File: src/logic/glay_config.svh
// Width macros for the graph kernel slice
// Shared by the RTL and the testbench
// Data, index, count and opcode field widths

`ifndef GLAY_CONFIG_SVH
`define GLAY_CONFIG_SVH

// --------------------
// Data path widths
// --------------------

// Seed value and result data
// The endian swap works on its four bytes
`define GLAY_DATA_W 32

// Vertex base and output index
`define GLAY_INDEX_W 32

// --------------------
// Descriptor fields
// --------------------

// Vertex count field, a job runs count plus one vertices
`define GLAY_COUNT_W 8

// Opcode field, matches vertex_op_e
`define GLAY_OP_W 2

`endif

File: src/logic/glay_pkg.sv
// Shared types for the graph kernel slice
// Control state encoding for kernel_control
// Vertex operation encoding for decode and execute

`default_nettype none

`include "glay_config.svh"

package glay_pkg;

    // --------------------
    // Control states
    // --------------------

    // User-managed host sequence
    typedef enum logic [2:0] {
        CTRL_RESET = 3'd0,
        CTRL_IDLE  = 3'd1,
        CTRL_SETUP = 3'd2,
        CTRL_READY = 3'd3,
        CTRL_START = 3'd4,
        CTRL_BUSY  = 3'd5,
        CTRL_DONE  = 3'd6
    } control_state_e;

    // --------------------
    // Vertex operations
    // --------------------

    // i is the vertex offset within the job, all sums wrap at 32 bits
    // Fill gives seed, ramp seed + i, stride seed + 2i
    // Accum starts at seed + base, then adds base + i per vertex
    typedef enum logic [`GLAY_OP_W-1:0] {
        OP_FILL   = 2'd0,
        OP_RAMP   = 2'd1,
        OP_ACCUM  = 2'd2,
        OP_STRIDE = 2'd3
    } vertex_op_e;

endpackage

`default_nettype wire

File: src/logic/descriptor_decode.sv
// Descriptor to job decode
// One job per rising edge of desc_valid
// Opcode cast and count to length conversion

`timescale 1ns/1ps
`default_nettype none

`include "glay_config.svh"

module descriptor_decode (
    input  logic                      ap_clk,
    input  logic                      areset_control,
    input  logic                      desc_valid,
    input  logic [`GLAY_OP_W-1:0]     desc_opcode,
    input  logic [`GLAY_INDEX_W-1:0]  desc_base,
    input  logic [`GLAY_COUNT_W-1:0]  desc_count,
    input  logic [`GLAY_DATA_W-1:0]   desc_value,
    input  logic                      desc_endian,
    input  logic                      job_ready,
    output logic                      job_valid,
    output glay_pkg::vertex_op_e      job_op,
    output logic [`GLAY_INDEX_W-1:0]  job_base,
    output logic [`GLAY_COUNT_W:0]    job_length,
    output logic [`GLAY_DATA_W-1:0]   job_seed,
    output logic                      job_endian
);

    // Set once this valid period has produced its job
    logic desc_taken;
    logic issue;

    // New period, and the job slot is empty
    assign issue = desc_valid && !desc_taken && !job_valid;

    // --------------------
    // Job control
    // --------------------
    always_ff @(posedge ap_clk) begin
        if (areset_control) begin
            desc_taken <= 1'b0;
            job_valid  <= 1'b0;
        end else begin
            // Re-arm when desc_valid drops
            if (!desc_valid) begin
                desc_taken <= 1'b0;
            end else if (issue) begin
                desc_taken <= 1'b1;
            end
            if (issue) begin
                job_valid <= 1'b1;
            end else if (job_valid && job_ready) begin
                job_valid <= 1'b0;
            end
        end
    end

    // Job fields, held until the handshake
    always_ff @(posedge ap_clk) begin
        if (issue) begin
            job_op     <= glay_pkg::vertex_op_e'(desc_opcode);
            job_base   <= desc_base;
            job_length <= {1'b0, desc_count} + 1'b1;
            job_seed   <= desc_value;
            job_endian <= desc_endian;
        end
    end

endmodule

`default_nettype wire

File: src/logic/glay_kernel_top.sv
// Top level of the graph kernel slice
// Control, decode, execute and result stream

`timescale 1ns/1ps
`default_nettype none

`include "glay_config.svh"

module glay_kernel_top (
    input  logic                      ap_clk,
    input  logic                      areset_control,
    input  logic                      ap_start,
    input  logic [`GLAY_OP_W-1:0]     desc_opcode,
    input  logic [`GLAY_INDEX_W-1:0]  desc_base,
    input  logic [`GLAY_COUNT_W-1:0]  desc_count,
    input  logic [`GLAY_DATA_W-1:0]   desc_value,
    input  logic                      desc_endian,
    input  logic                      m_ready,
    output logic                      ap_ready,
    output logic                      ap_done,
    output logic                      ap_idle,
    output logic                      start,
    output logic                      endian,
    output logic                      m_valid,
    output logic [`GLAY_INDEX_W-1:0]  m_index,
    output logic [`GLAY_DATA_W-1:0]   m_data,
    output logic                      m_last
);

    // Delayed descriptor from control
    logic                     desc_valid;
    logic [`GLAY_OP_W-1:0]    ctrl_opcode;
    logic [`GLAY_INDEX_W-1:0] ctrl_base;
    logic [`GLAY_COUNT_W-1:0] ctrl_count;
    logic [`GLAY_DATA_W-1:0]  ctrl_value;
    logic                     ctrl_endian;

    // Job channel
    logic                     job_valid;
    logic                     job_ready;
    glay_pkg::vertex_op_e     job_op;
    logic [`GLAY_INDEX_W-1:0] job_base;
    logic [`GLAY_COUNT_W:0]   job_length;
    logic [`GLAY_DATA_W-1:0]  job_seed;
    logic                     job_endian;

    // Item channel
    logic                     item_valid;
    logic                     item_ready;
    logic [`GLAY_INDEX_W-1:0] item_index;
    logic [`GLAY_DATA_W-1:0]  item_data;
    logic                     item_last;

    logic                     cu_done;

    // --------------------
    // Control
    // --------------------
    // Free execute stage doubles as cu_setup
    kernel_control u_control (
        .ap_clk          (ap_clk),
        .areset_control  (areset_control),
        .ap_start        (ap_start),
        .cu_setup        (job_ready),
        .cu_done         (cu_done),
        .desc_in_opcode  (desc_opcode),
        .desc_in_base    (desc_base),
        .desc_in_count   (desc_count),
        .desc_in_value   (desc_value),
        .desc_in_endian  (desc_endian),
        .ap_ready        (ap_ready),
        .ap_done         (ap_done),
        .ap_idle         (ap_idle),
        .start           (start),
        .endian          (endian),
        .desc_valid      (desc_valid),
        .desc_out_opcode (ctrl_opcode),
        .desc_out_base   (ctrl_base),
        .desc_out_count  (ctrl_count),
        .desc_out_value  (ctrl_value),
        .desc_out_endian (ctrl_endian)
    );

    // --------------------
    // Compute path
    // --------------------
    descriptor_decode u_decode (
        .ap_clk         (ap_clk),
        .areset_control (areset_control),
        .desc_valid     (desc_valid),
        .desc_opcode    (ctrl_opcode),
        .desc_base      (ctrl_base),
        .desc_count     (ctrl_count),
        .desc_value     (ctrl_value),
        .desc_endian    (ctrl_endian),
        .job_ready      (job_ready),
        .job_valid      (job_valid),
        .job_op         (job_op),
        .job_base       (job_base),
        .job_length     (job_length),
        .job_seed       (job_seed),
        .job_endian     (job_endian)
    );

    vertex_execute u_execute (
        .ap_clk         (ap_clk),
        .areset_control (areset_control),
        .job_valid      (job_valid),
        .job_op         (job_op),
        .job_base       (job_base),
        .job_length     (job_length),
        .job_seed       (job_seed),
        .item_ready     (item_ready),
        .job_ready      (job_ready),
        .item_valid     (item_valid),
        .item_index     (item_index),
        .item_data      (item_data),
        .item_last      (item_last)
    );

    result_stream u_result (
        .ap_clk         (ap_clk),
        .areset_control (areset_control),
        .job_endian     (job_endian),
        .item_valid     (item_valid),
        .item_index     (item_index),
        .item_data      (item_data),
        .item_last      (item_last),
        .m_ready        (m_ready),
        .item_ready     (item_ready),
        .m_valid        (m_valid),
        .m_index        (m_index),
        .m_data         (m_data),
        .m_last         (m_last),
        .cu_done        (cu_done)
    );

endmodule

`default_nettype wire

File: src/logic/kernel_control.sv
// User-managed control for the graph kernel
// Level-based ap_start/ap_ready/ap_done/ap_idle handshake
// State-decoded outputs behind a second output register
// Descriptor pass-through in two stages

`timescale 1ns/1ps
`default_nettype none

`include "glay_config.svh"

module kernel_control (
    input  logic                      ap_clk,
    input  logic                      areset_control,
    input  logic                      ap_start,
    input  logic                      cu_setup,
    input  logic                      cu_done,
    input  logic [`GLAY_OP_W-1:0]     desc_in_opcode,
    input  logic [`GLAY_INDEX_W-1:0]  desc_in_base,
    input  logic [`GLAY_COUNT_W-1:0]  desc_in_count,
    input  logic [`GLAY_DATA_W-1:0]   desc_in_value,
    input  logic                      desc_in_endian,
    output logic                      ap_ready,
    output logic                      ap_done,
    output logic                      ap_idle,
    output logic                      start,
    output logic                      endian,
    output logic                      desc_valid,
    output logic [`GLAY_OP_W-1:0]     desc_out_opcode,
    output logic [`GLAY_INDEX_W-1:0]  desc_out_base,
    output logic [`GLAY_COUNT_W-1:0]  desc_out_count,
    output logic [`GLAY_DATA_W-1:0]   desc_out_value,
    output logic                      desc_out_endian
);

    // Host start and CU setup, captured once
    logic ap_start_reg;
    logic cu_setup_reg;

    // First output stage, decoded from the state
    logic ap_ready_reg;
    logic ap_done_reg;
    logic ap_idle_reg;
    logic start_reg;
    logic endian_reg;
    logic desc_valid_reg;

    // First descriptor stage
    logic [`GLAY_OP_W-1:0]    desc_opcode_reg;
    logic [`GLAY_INDEX_W-1:0] desc_base_reg;
    logic [`GLAY_COUNT_W-1:0] desc_count_reg;
    logic [`GLAY_DATA_W-1:0]  desc_value_reg;
    logic                     desc_endian_reg;

    glay_pkg::control_state_e current_state;
    glay_pkg::control_state_e next_state;

    // --------------------
    // Input registers
    // --------------------
    always_ff @(posedge ap_clk) begin
        if (areset_control) begin
            ap_start_reg <= 1'b0;
            // CU comes out of reset free
            cu_setup_reg <= 1'b1;
        end else begin
            ap_start_reg <= ap_start;
            cu_setup_reg <= cu_setup;
        end
    end

    // Descriptor stages, payload only
    always_ff @(posedge ap_clk) begin
        desc_opcode_reg <= desc_in_opcode;
        desc_base_reg   <= desc_in_base;
        desc_count_reg  <= desc_in_count;
        desc_value_reg  <= desc_in_value;
        desc_endian_reg <= desc_in_endian;
        desc_out_opcode <= desc_opcode_reg;
        desc_out_base   <= desc_base_reg;
        desc_out_count  <= desc_count_reg;
        desc_out_value  <= desc_value_reg;
        desc_out_endian <= desc_endian_reg;
    end

    // --------------------
    // State machine
    // --------------------
    always_ff @(posedge ap_clk) begin
        if (areset_control) begin
            current_state <= glay_pkg::CTRL_RESET;
        end else begin
            current_state <= next_state;
        end
    end

    always_comb begin
        next_state = current_state;
        case (current_state)
            glay_pkg::CTRL_RESET: next_state = glay_pkg::CTRL_IDLE;
            glay_pkg::CTRL_IDLE:  next_state = glay_pkg::CTRL_SETUP;
            // Wait for the host
            glay_pkg::CTRL_SETUP: if (ap_start_reg) next_state = glay_pkg::CTRL_READY;
            // Wait for a free CU
            glay_pkg::CTRL_READY: if (cu_setup_reg) next_state = glay_pkg::CTRL_START;
            glay_pkg::CTRL_START: next_state = glay_pkg::CTRL_BUSY;
            // Raw cu_done keeps ap_done at three cycles
            glay_pkg::CTRL_BUSY:  if (cu_done) next_state = glay_pkg::CTRL_DONE;
            glay_pkg::CTRL_DONE:  if (ap_start_reg) next_state = glay_pkg::CTRL_READY;
            default:              next_state = glay_pkg::CTRL_RESET;
        endcase
    end

    // --------------------
    // Output decode
    // --------------------
    always_ff @(posedge ap_clk) begin
        if (areset_control) begin
            ap_ready_reg   <= 1'b0;
            ap_done_reg    <= 1'b0;
            ap_idle_reg    <= 1'b1;
            start_reg      <= 1'b0;
            endian_reg     <= 1'b0;
            desc_valid_reg <= 1'b0;
        end else begin
            ap_ready_reg <= (current_state == glay_pkg::CTRL_READY);
            ap_done_reg  <= (current_state == glay_pkg::CTRL_DONE);
            ap_idle_reg  <= (current_state == glay_pkg::CTRL_RESET) ||
                            (current_state == glay_pkg::CTRL_IDLE)  ||
                            (current_state == glay_pkg::CTRL_SETUP) ||
                            (current_state == glay_pkg::CTRL_DONE);
            start_reg    <= (current_state == glay_pkg::CTRL_SETUP) ||
                            (current_state == glay_pkg::CTRL_READY) ||
                            (current_state == glay_pkg::CTRL_START) ||
                            (current_state == glay_pkg::CTRL_BUSY);
            // Descriptor and endian live only in START and BUSY
            desc_valid_reg <= (current_state == glay_pkg::CTRL_START) ||
                              (current_state == glay_pkg::CTRL_BUSY);
            endian_reg     <= desc_endian_reg &&
                              ((current_state == glay_pkg::CTRL_START) ||
                               (current_state == glay_pkg::CTRL_BUSY));
        end
    end

    // Second output stage toward the ports
    always_ff @(posedge ap_clk) begin
        if (areset_control) begin
            ap_ready   <= 1'b0;
            ap_done    <= 1'b0;
            ap_idle    <= 1'b1;
            start      <= 1'b0;
            endian     <= 1'b0;
            desc_valid <= 1'b0;
        end else begin
            ap_ready   <= ap_ready_reg;
            ap_done    <= ap_done_reg;
            ap_idle    <= ap_idle_reg;
            start      <= start_reg;
            endian     <= endian_reg;
            desc_valid <= desc_valid_reg;
        end
    end

endmodule

`default_nettype wire

File: src/logic/result_stream.sv
// Output register stage for results
// Byte swap on the endian flag, back-pressure from m_ready
// Completion pulse on the last transfer

`timescale 1ns/1ps
`default_nettype none

`include "glay_config.svh"

module result_stream (
    input  logic                      ap_clk,
    input  logic                      areset_control,
    input  logic                      job_endian,
    input  logic                      item_valid,
    input  logic [`GLAY_INDEX_W-1:0]  item_index,
    input  logic [`GLAY_DATA_W-1:0]   item_data,
    input  logic                      item_last,
    input  logic                      m_ready,
    output logic                      item_ready,
    output logic                      m_valid,
    output logic [`GLAY_INDEX_W-1:0]  m_index,
    output logic [`GLAY_DATA_W-1:0]   m_data,
    output logic                      m_last,
    output logic                      cu_done
);

    // Byte-reversed item data
    logic [`GLAY_DATA_W-1:0] swapped_data;

    assign swapped_data = {item_data[7:0], item_data[15:8],
                           item_data[23:16], item_data[31:24]};

    // Free when empty or draining this cycle
    assign item_ready = m_ready || !m_valid;

    // Last item leaving the register
    assign cu_done = m_valid && m_ready && m_last;

    // --------------------
    // Output register
    // --------------------
    always_ff @(posedge ap_clk) begin
        if (areset_control) begin
            m_valid <= 1'b0;
        end else if (item_valid && item_ready) begin
            m_valid <= 1'b1;
        end else if (m_ready) begin
            m_valid <= 1'b0;
        end
    end

    // Payload, held while m_ready is low
    always_ff @(posedge ap_clk) begin
        if (item_valid && item_ready) begin
            m_index <= item_index;
            m_data  <= job_endian ? swapped_data : item_data;
            m_last  <= item_last;
        end
    end

endmodule

`default_nettype wire

File: src/logic/vertex_execute.sv
// Vertex range walker
// Accepts one job, emits one item per vertex
// Data per vertex from the vertex_op_e rules

`timescale 1ns/1ps
`default_nettype none

`include "glay_config.svh"

module vertex_execute (
    input  logic                      ap_clk,
    input  logic                      areset_control,
    input  logic                      job_valid,
    input  glay_pkg::vertex_op_e      job_op,
    input  logic [`GLAY_INDEX_W-1:0]  job_base,
    input  logic [`GLAY_COUNT_W:0]    job_length,
    input  logic [`GLAY_DATA_W-1:0]   job_seed,
    input  logic                      item_ready,
    output logic                      job_ready,
    output logic                      item_valid,
    output logic [`GLAY_INDEX_W-1:0]  item_index,
    output logic [`GLAY_DATA_W-1:0]   item_data,
    output logic                      item_last
);

    // Job in progress
    logic busy;

    // Latched job
    glay_pkg::vertex_op_e     op_reg;
    logic [`GLAY_INDEX_W-1:0] base_reg;
    logic [`GLAY_COUNT_W:0]   length_reg;
    logic [`GLAY_DATA_W-1:0]  seed_reg;

    // Iteration state
    logic [`GLAY_COUNT_W:0]   offset;
    logic [`GLAY_COUNT_W:0]   offset_next;
    logic [`GLAY_DATA_W-1:0]  acc;
    logic [`GLAY_DATA_W-1:0]  base_data;
    logic [`GLAY_DATA_W-1:0]  offset_data;
    logic [`GLAY_DATA_W-1:0]  next_data;
    logic [`GLAY_INDEX_W-1:0] offset_index;

    assign job_ready  = !busy;
    assign item_valid = busy;

    // Zero-extended offsets for the adders
    assign offset_next  = offset + 1'b1;
    assign offset_data  = {{(`GLAY_DATA_W-`GLAY_COUNT_W-1){1'b0}}, offset};
    assign next_data    = {{(`GLAY_DATA_W-`GLAY_COUNT_W-1){1'b0}}, offset_next};
    assign offset_index = {{(`GLAY_INDEX_W-`GLAY_COUNT_W-1){1'b0}}, offset};
    assign base_data    = base_reg;

    // --------------------
    // Item outputs
    // --------------------
    assign item_index = base_reg + offset_index;
    // Final vertex, length is at least one
    assign item_last  = (offset_next == length_reg);

    always_comb begin
        case (op_reg)
            glay_pkg::OP_FILL:   item_data = seed_reg;
            glay_pkg::OP_RAMP:   item_data = seed_reg + offset_data;
            glay_pkg::OP_ACCUM:  item_data = acc;
            glay_pkg::OP_STRIDE: item_data = seed_reg + (offset_data << 1);
            default:             item_data = seed_reg;
        endcase
    end

    // --------------------
    // Job and iteration
    // --------------------
    always_ff @(posedge ap_clk) begin
        if (areset_control) begin
            busy <= 1'b0;
        end else if (job_valid && job_ready) begin
            busy <= 1'b1;
        end else if (item_valid && item_ready && item_last) begin
            busy <= 1'b0;
        end
    end

    always_ff @(posedge ap_clk) begin
        if (job_valid && job_ready) begin
            op_reg     <= job_op;
            base_reg   <= job_base;
            length_reg <= job_length;
            seed_reg   <= job_seed;
            offset     <= '0;
            acc        <= job_seed + job_base;
        end else if (item_valid && item_ready) begin
            // Holds while the result stage stalls
            offset <= offset_next;
            acc    <= acc + base_data + next_data;
        end
    end

endmodule

`default_nettype wire

File: config.mk
export PLATFORM = sky130hd
export DESIGN_NAME = glay_kernel_top
export DESIGN_NICKNAME = d
export VERILOG_FILES = /design/src/logic/glay_pkg.sv /design/src/logic/descriptor_decode.sv /design/src/logic/glay_kernel_top.sv /design/src/logic/kernel_control.sv /design/src/logic/result_stream.sv /design/src/logic/vertex_execute.sv
export VERILOG_INCLUDE_DIRS = /design/src /design/src/logic
export SDC_FILE = /design/constraint.sdc
export NUM_CORES = 1
export LEC_CHECK = 0
export ABC_AREA = 1
export ABC_CLOCK_PERIOD_IN_PS = 4100
export BUFFER_PORTS_ARGS = -buffer_cell sky130_fd_sc_hd__buf_2
export CAP_MARGIN = 20
export CELL_PAD_IN_SITES_DETAIL_PLACEMENT = 1
export CELL_PAD_IN_SITES_GLOBAL_PLACEMENT = 1
export CORE_MARGIN = 1.5
export CORE_UTILIZATION = 42
export DETAILED_ROUTE_END_ITERATION = 8
export HOLD_SLACK_MARGIN = 0.06
export PLACE_DENSITY = 0.73
export SLEW_MARGIN = 10
export SYNTH_ARGS = -nofsm -noshare
export SYNTH_HDL_FRONTEND = slang
export SYNTH_SLANG_ARGS = --single-unit
File: constraint.sdc
create_clock -name ap_clk -period 4.1 [get_ports ap_clk]
set_input_delay 0.615 -clock ap_clk [delete_from_list [all_inputs] [get_ports ap_clk]]
set_output_delay 0.615 -clock ap_clk [all_outputs]
set_load 0.03 [all_outputs]
==> impl_metrics.toml <==
[outcome]
status = "complete, no violations"

[sta]
setup_tns_ns = 0
relSlewSlack_pct = 34.5
layout_min_cycle_time_ns = 3.69
maxSlewViolCount = 0
hold_viol = 0
timing.fmax_ghz = 0.271
skew_ns = 0.0190
post-route-period-util_pct = 90.1
rsz0062_at_grt = "no"
final.setup.worst_slack_ns = 0.406
worst_pin_slew_ns = 0.983
finalSetupViolCount = 0

[clock_tree]
cts-root-buf = "clkbuf_16"
post-cts-setup-buffer-count = 0
cts.sinks = 428
clk_latency_ns = 0.60
cts_tree = "yes"
htree_levels = 2
clk_pin_slew_ns = 0.06
numCtsBuffers = 45
clockBufferDepth = 3

[worst_setup_path]
crit_type = "register to register"
cp-end-kind = "register"
cp_max_fo = 9
required_ns = 4.44
r2r_slack_ns = 0.41
ff2ff_path_depth = 16
worstPathArrival_ns = 4.04
startpoint_type = "register"

[pwr]
netSwitchingPower_w = 0.00355
combPwrFrac_pct = 19.1
internal_power_w = 0.00815
pwr-share-clk_pct = 36.3
power_density_mw_per_mm2 = 486
swShare_pct = 30.3
power.leakage_nw = 10.3
seqPwrFrac_pct = 44.6
finalPower_w = 0.0117
peakVddDrop_mv = 0.415

[place]
place_ws_ns = 0.144
place_inst = 3131
place_congestion = 1.00
hpwl_um = 56400
portBuffers = 149

[global_route]
grt_max_degree = 71
grt_pass1_vias = 17900
grt.overflow.total = 0
antenna_found_initial = 4
grt_use_total_pct = 27.6
grt_pass1_wl_um = 105000

[synth]
ys.flop_type = "edfxtp_1"
synth_xor_xnor_area_share_pct = 2.43
synth_area_per_cell_um2 = 8.98
synth_fp_nets = 2535
synth_edf_count = 248
synth-compound-area-share_pct = 7.01
yosysMostFrequentCell = "nand2_1"
synth_top_cell_by_area = "edfxtp_1"
synth_fa_ha_area_share_pct = 8.16
ys_seq_elements = 428
yosys.area_share.simple_pct = 24.7
synth_commonest_cells = "587 x nand2_1, 286 x nand3_1, 248 x edfxtp_1"
synth_sequential_area_ratio_pct = 52.9
async_flop_share_pct = 0
synth_mux_area_share_pct = 0.0479
synth_area_leaders = "edfxtp_1 36%, dfxtp_1 17%, nand2_1 11%"
synth_cell_type_count = 49
synth_top_area_share_pct = 35.6
synth_area_mm2 = 0.0209
syn-instance-count = 2328
synth_top_family_by_area = "simple AND/OR/NAND/NOR gates"
yosysWarningCount = 0

[route]
routed.top_layer = "met4"
drtAntennaViolNets = 0
wl_met1_um = 30000
vias = 17400
finalWirelength_um = 70100
first_pass_iters = 5
vias_per_cell = 5.41
routedWlPerCell_um = 21.8
met2_wirelength_um = 32700
wl_met3_um = 3530
drtIter0Drc = 1167
drc = 0

[floorplan]
die-area_mm2 = 0.0511
start_util_pct = 42.6
ios = 150
dieWidth_um = 226
design.core.area_mm2 = 0.0491
die_y_um = 226
row_count = 81

[layout]
stdcell_count = 3215
drive_gt1_share_pct = 11.6
area_growth_pct = 15.2
nNetsFinal = 2721
antenna_cells = 0

[min_path]
hp-class = "input pin to register"
whs_path_depth = 1

[run]
drv_cap = 0
-- per-layer routing --
layer  vias to the layer above  global-route usage [%]
met3                       148                    2.94
met2                       478                    46.2
li1                       8268                       -
met5                         -                       0
met4                         0                    14.5
met1                      8514                    35.3
-- per-stage QoR --
stage | utilization, % | cell area [um^2] | hold slack [ns]
finish | 49.1 | 24100 | 0.114
global route | 49.1 | 24100 | 0.0907
CTS | 49.1 | 24100 | 0.0814
detailed placement | 45.9 | 22500 | 0.313
global placement | 45.9 | 22500 | 0.311
floorplan | - | 20900 | 0.310
-- area by class of cell --
type	instances	area, um^2
Tap cell	664	831
Clock inverter	22	288
Multi-Input combinational cell	1636	8860
Sequential cell	428	11100
Inverter	235	885
Clock buffer	62	1270
Fill cell	5755	25000
Timing Repair Buffer	168	901
-- cell families (layout without fill, tap and decap cells) --
logic type	Yosys count	after routing
AND/OR/NAND/NOR	1180	1180
buffers and inverters	264	487
multiplexers	1	1
flip-flops	428	428
adder cells (fa/ha/maj)	128	128
AO/OA/AOI/OAI	269	269
XOR/XNOR	58	58
-- power by group through the flow --
stage / Combinational (W) / Sequential (W) / Clock (W)
global placement: 0.00211 / 0.00528 / 0
finish: 0.00223 / 0.00522 / 0.00425
global route: 0.00247 / 0.00524 / 0.00449
detailed placement: 0.00219 / 0.00530 / 0
CTS: 0.00222 / 0.00521 / 0.00434
floorplan: 0.00142 / 0.00525 / 0
-- critical path, stage by stage, from the launching register on --
cell and delay [ns]:
dfxtp_2 0.45, ha_1 0.24, nand2_1 0.11, nor3_1 0.28
nand3_1 0.15, nand2_1 0.18, fa_1 0.44, ha_1 0.36
a21oi_1 0.27, o21ai_0 0.16, nand2_1 0.11, nand3_1 0.14
nand2_1 0.10, nand2_1 0.06, or2_2 0.27, nand3_1 0.07
nand2_1 0.06
-- cell usage in the layout, fill, tap and decap left out, drive strengths merged, types with 2 or more instances in the layout --
| cell | instances |
|---|---|
| o22ai | 3 |
| dfxtp | 180 |
| xor2 | 43 |
| a21o | 5 |
| clkbuf | 62 |
| clkinv | 11 |
| a22oi | 2 |
| inv | 239 |
| a21oi | 110 |
| nand2 | 594 |
| o21ai | 113 |
| nor2 | 199 |
| buf | 168 |
| nand3b | 12 |
| nor3 | 23 |
| a31oi | 2 |
| and2 | 2 |
| o21a | 6 |
| o211ai | 12 |
| o21bai | 8 |
| nand3 | 291 |
| edfxtp | 248 |
| fa | 14 |
| or2 | 14 |
| nor4 | 9 |
| bufinv | 4 |
| xnor2 | 15 |
| nand4 | 34 |
| clkinvlp | 3 |
| ha | 114 |
| o2bb2ai | 2 |
-- path summary, 6_finish.rpt --
| path | to | from |
|---|---|---|
| max | u_execute.acc[17] | u_execute.offset[0] |
| min | u_control.desc_value_reg[19] | desc_value[19] |
| max reg2reg | u_execute.acc[17] | u_execute.offset[0] |
| min reg2reg | u_control.desc_out_value[17] | u_control.desc_value_reg[17] |
-- repair_timing --
action                                  CTS  global route
endpoints found under the setup margin    0             4
hold buffers                              0             0
gates resized for setup                   0             3
Power figures use the tool's default switching activity.
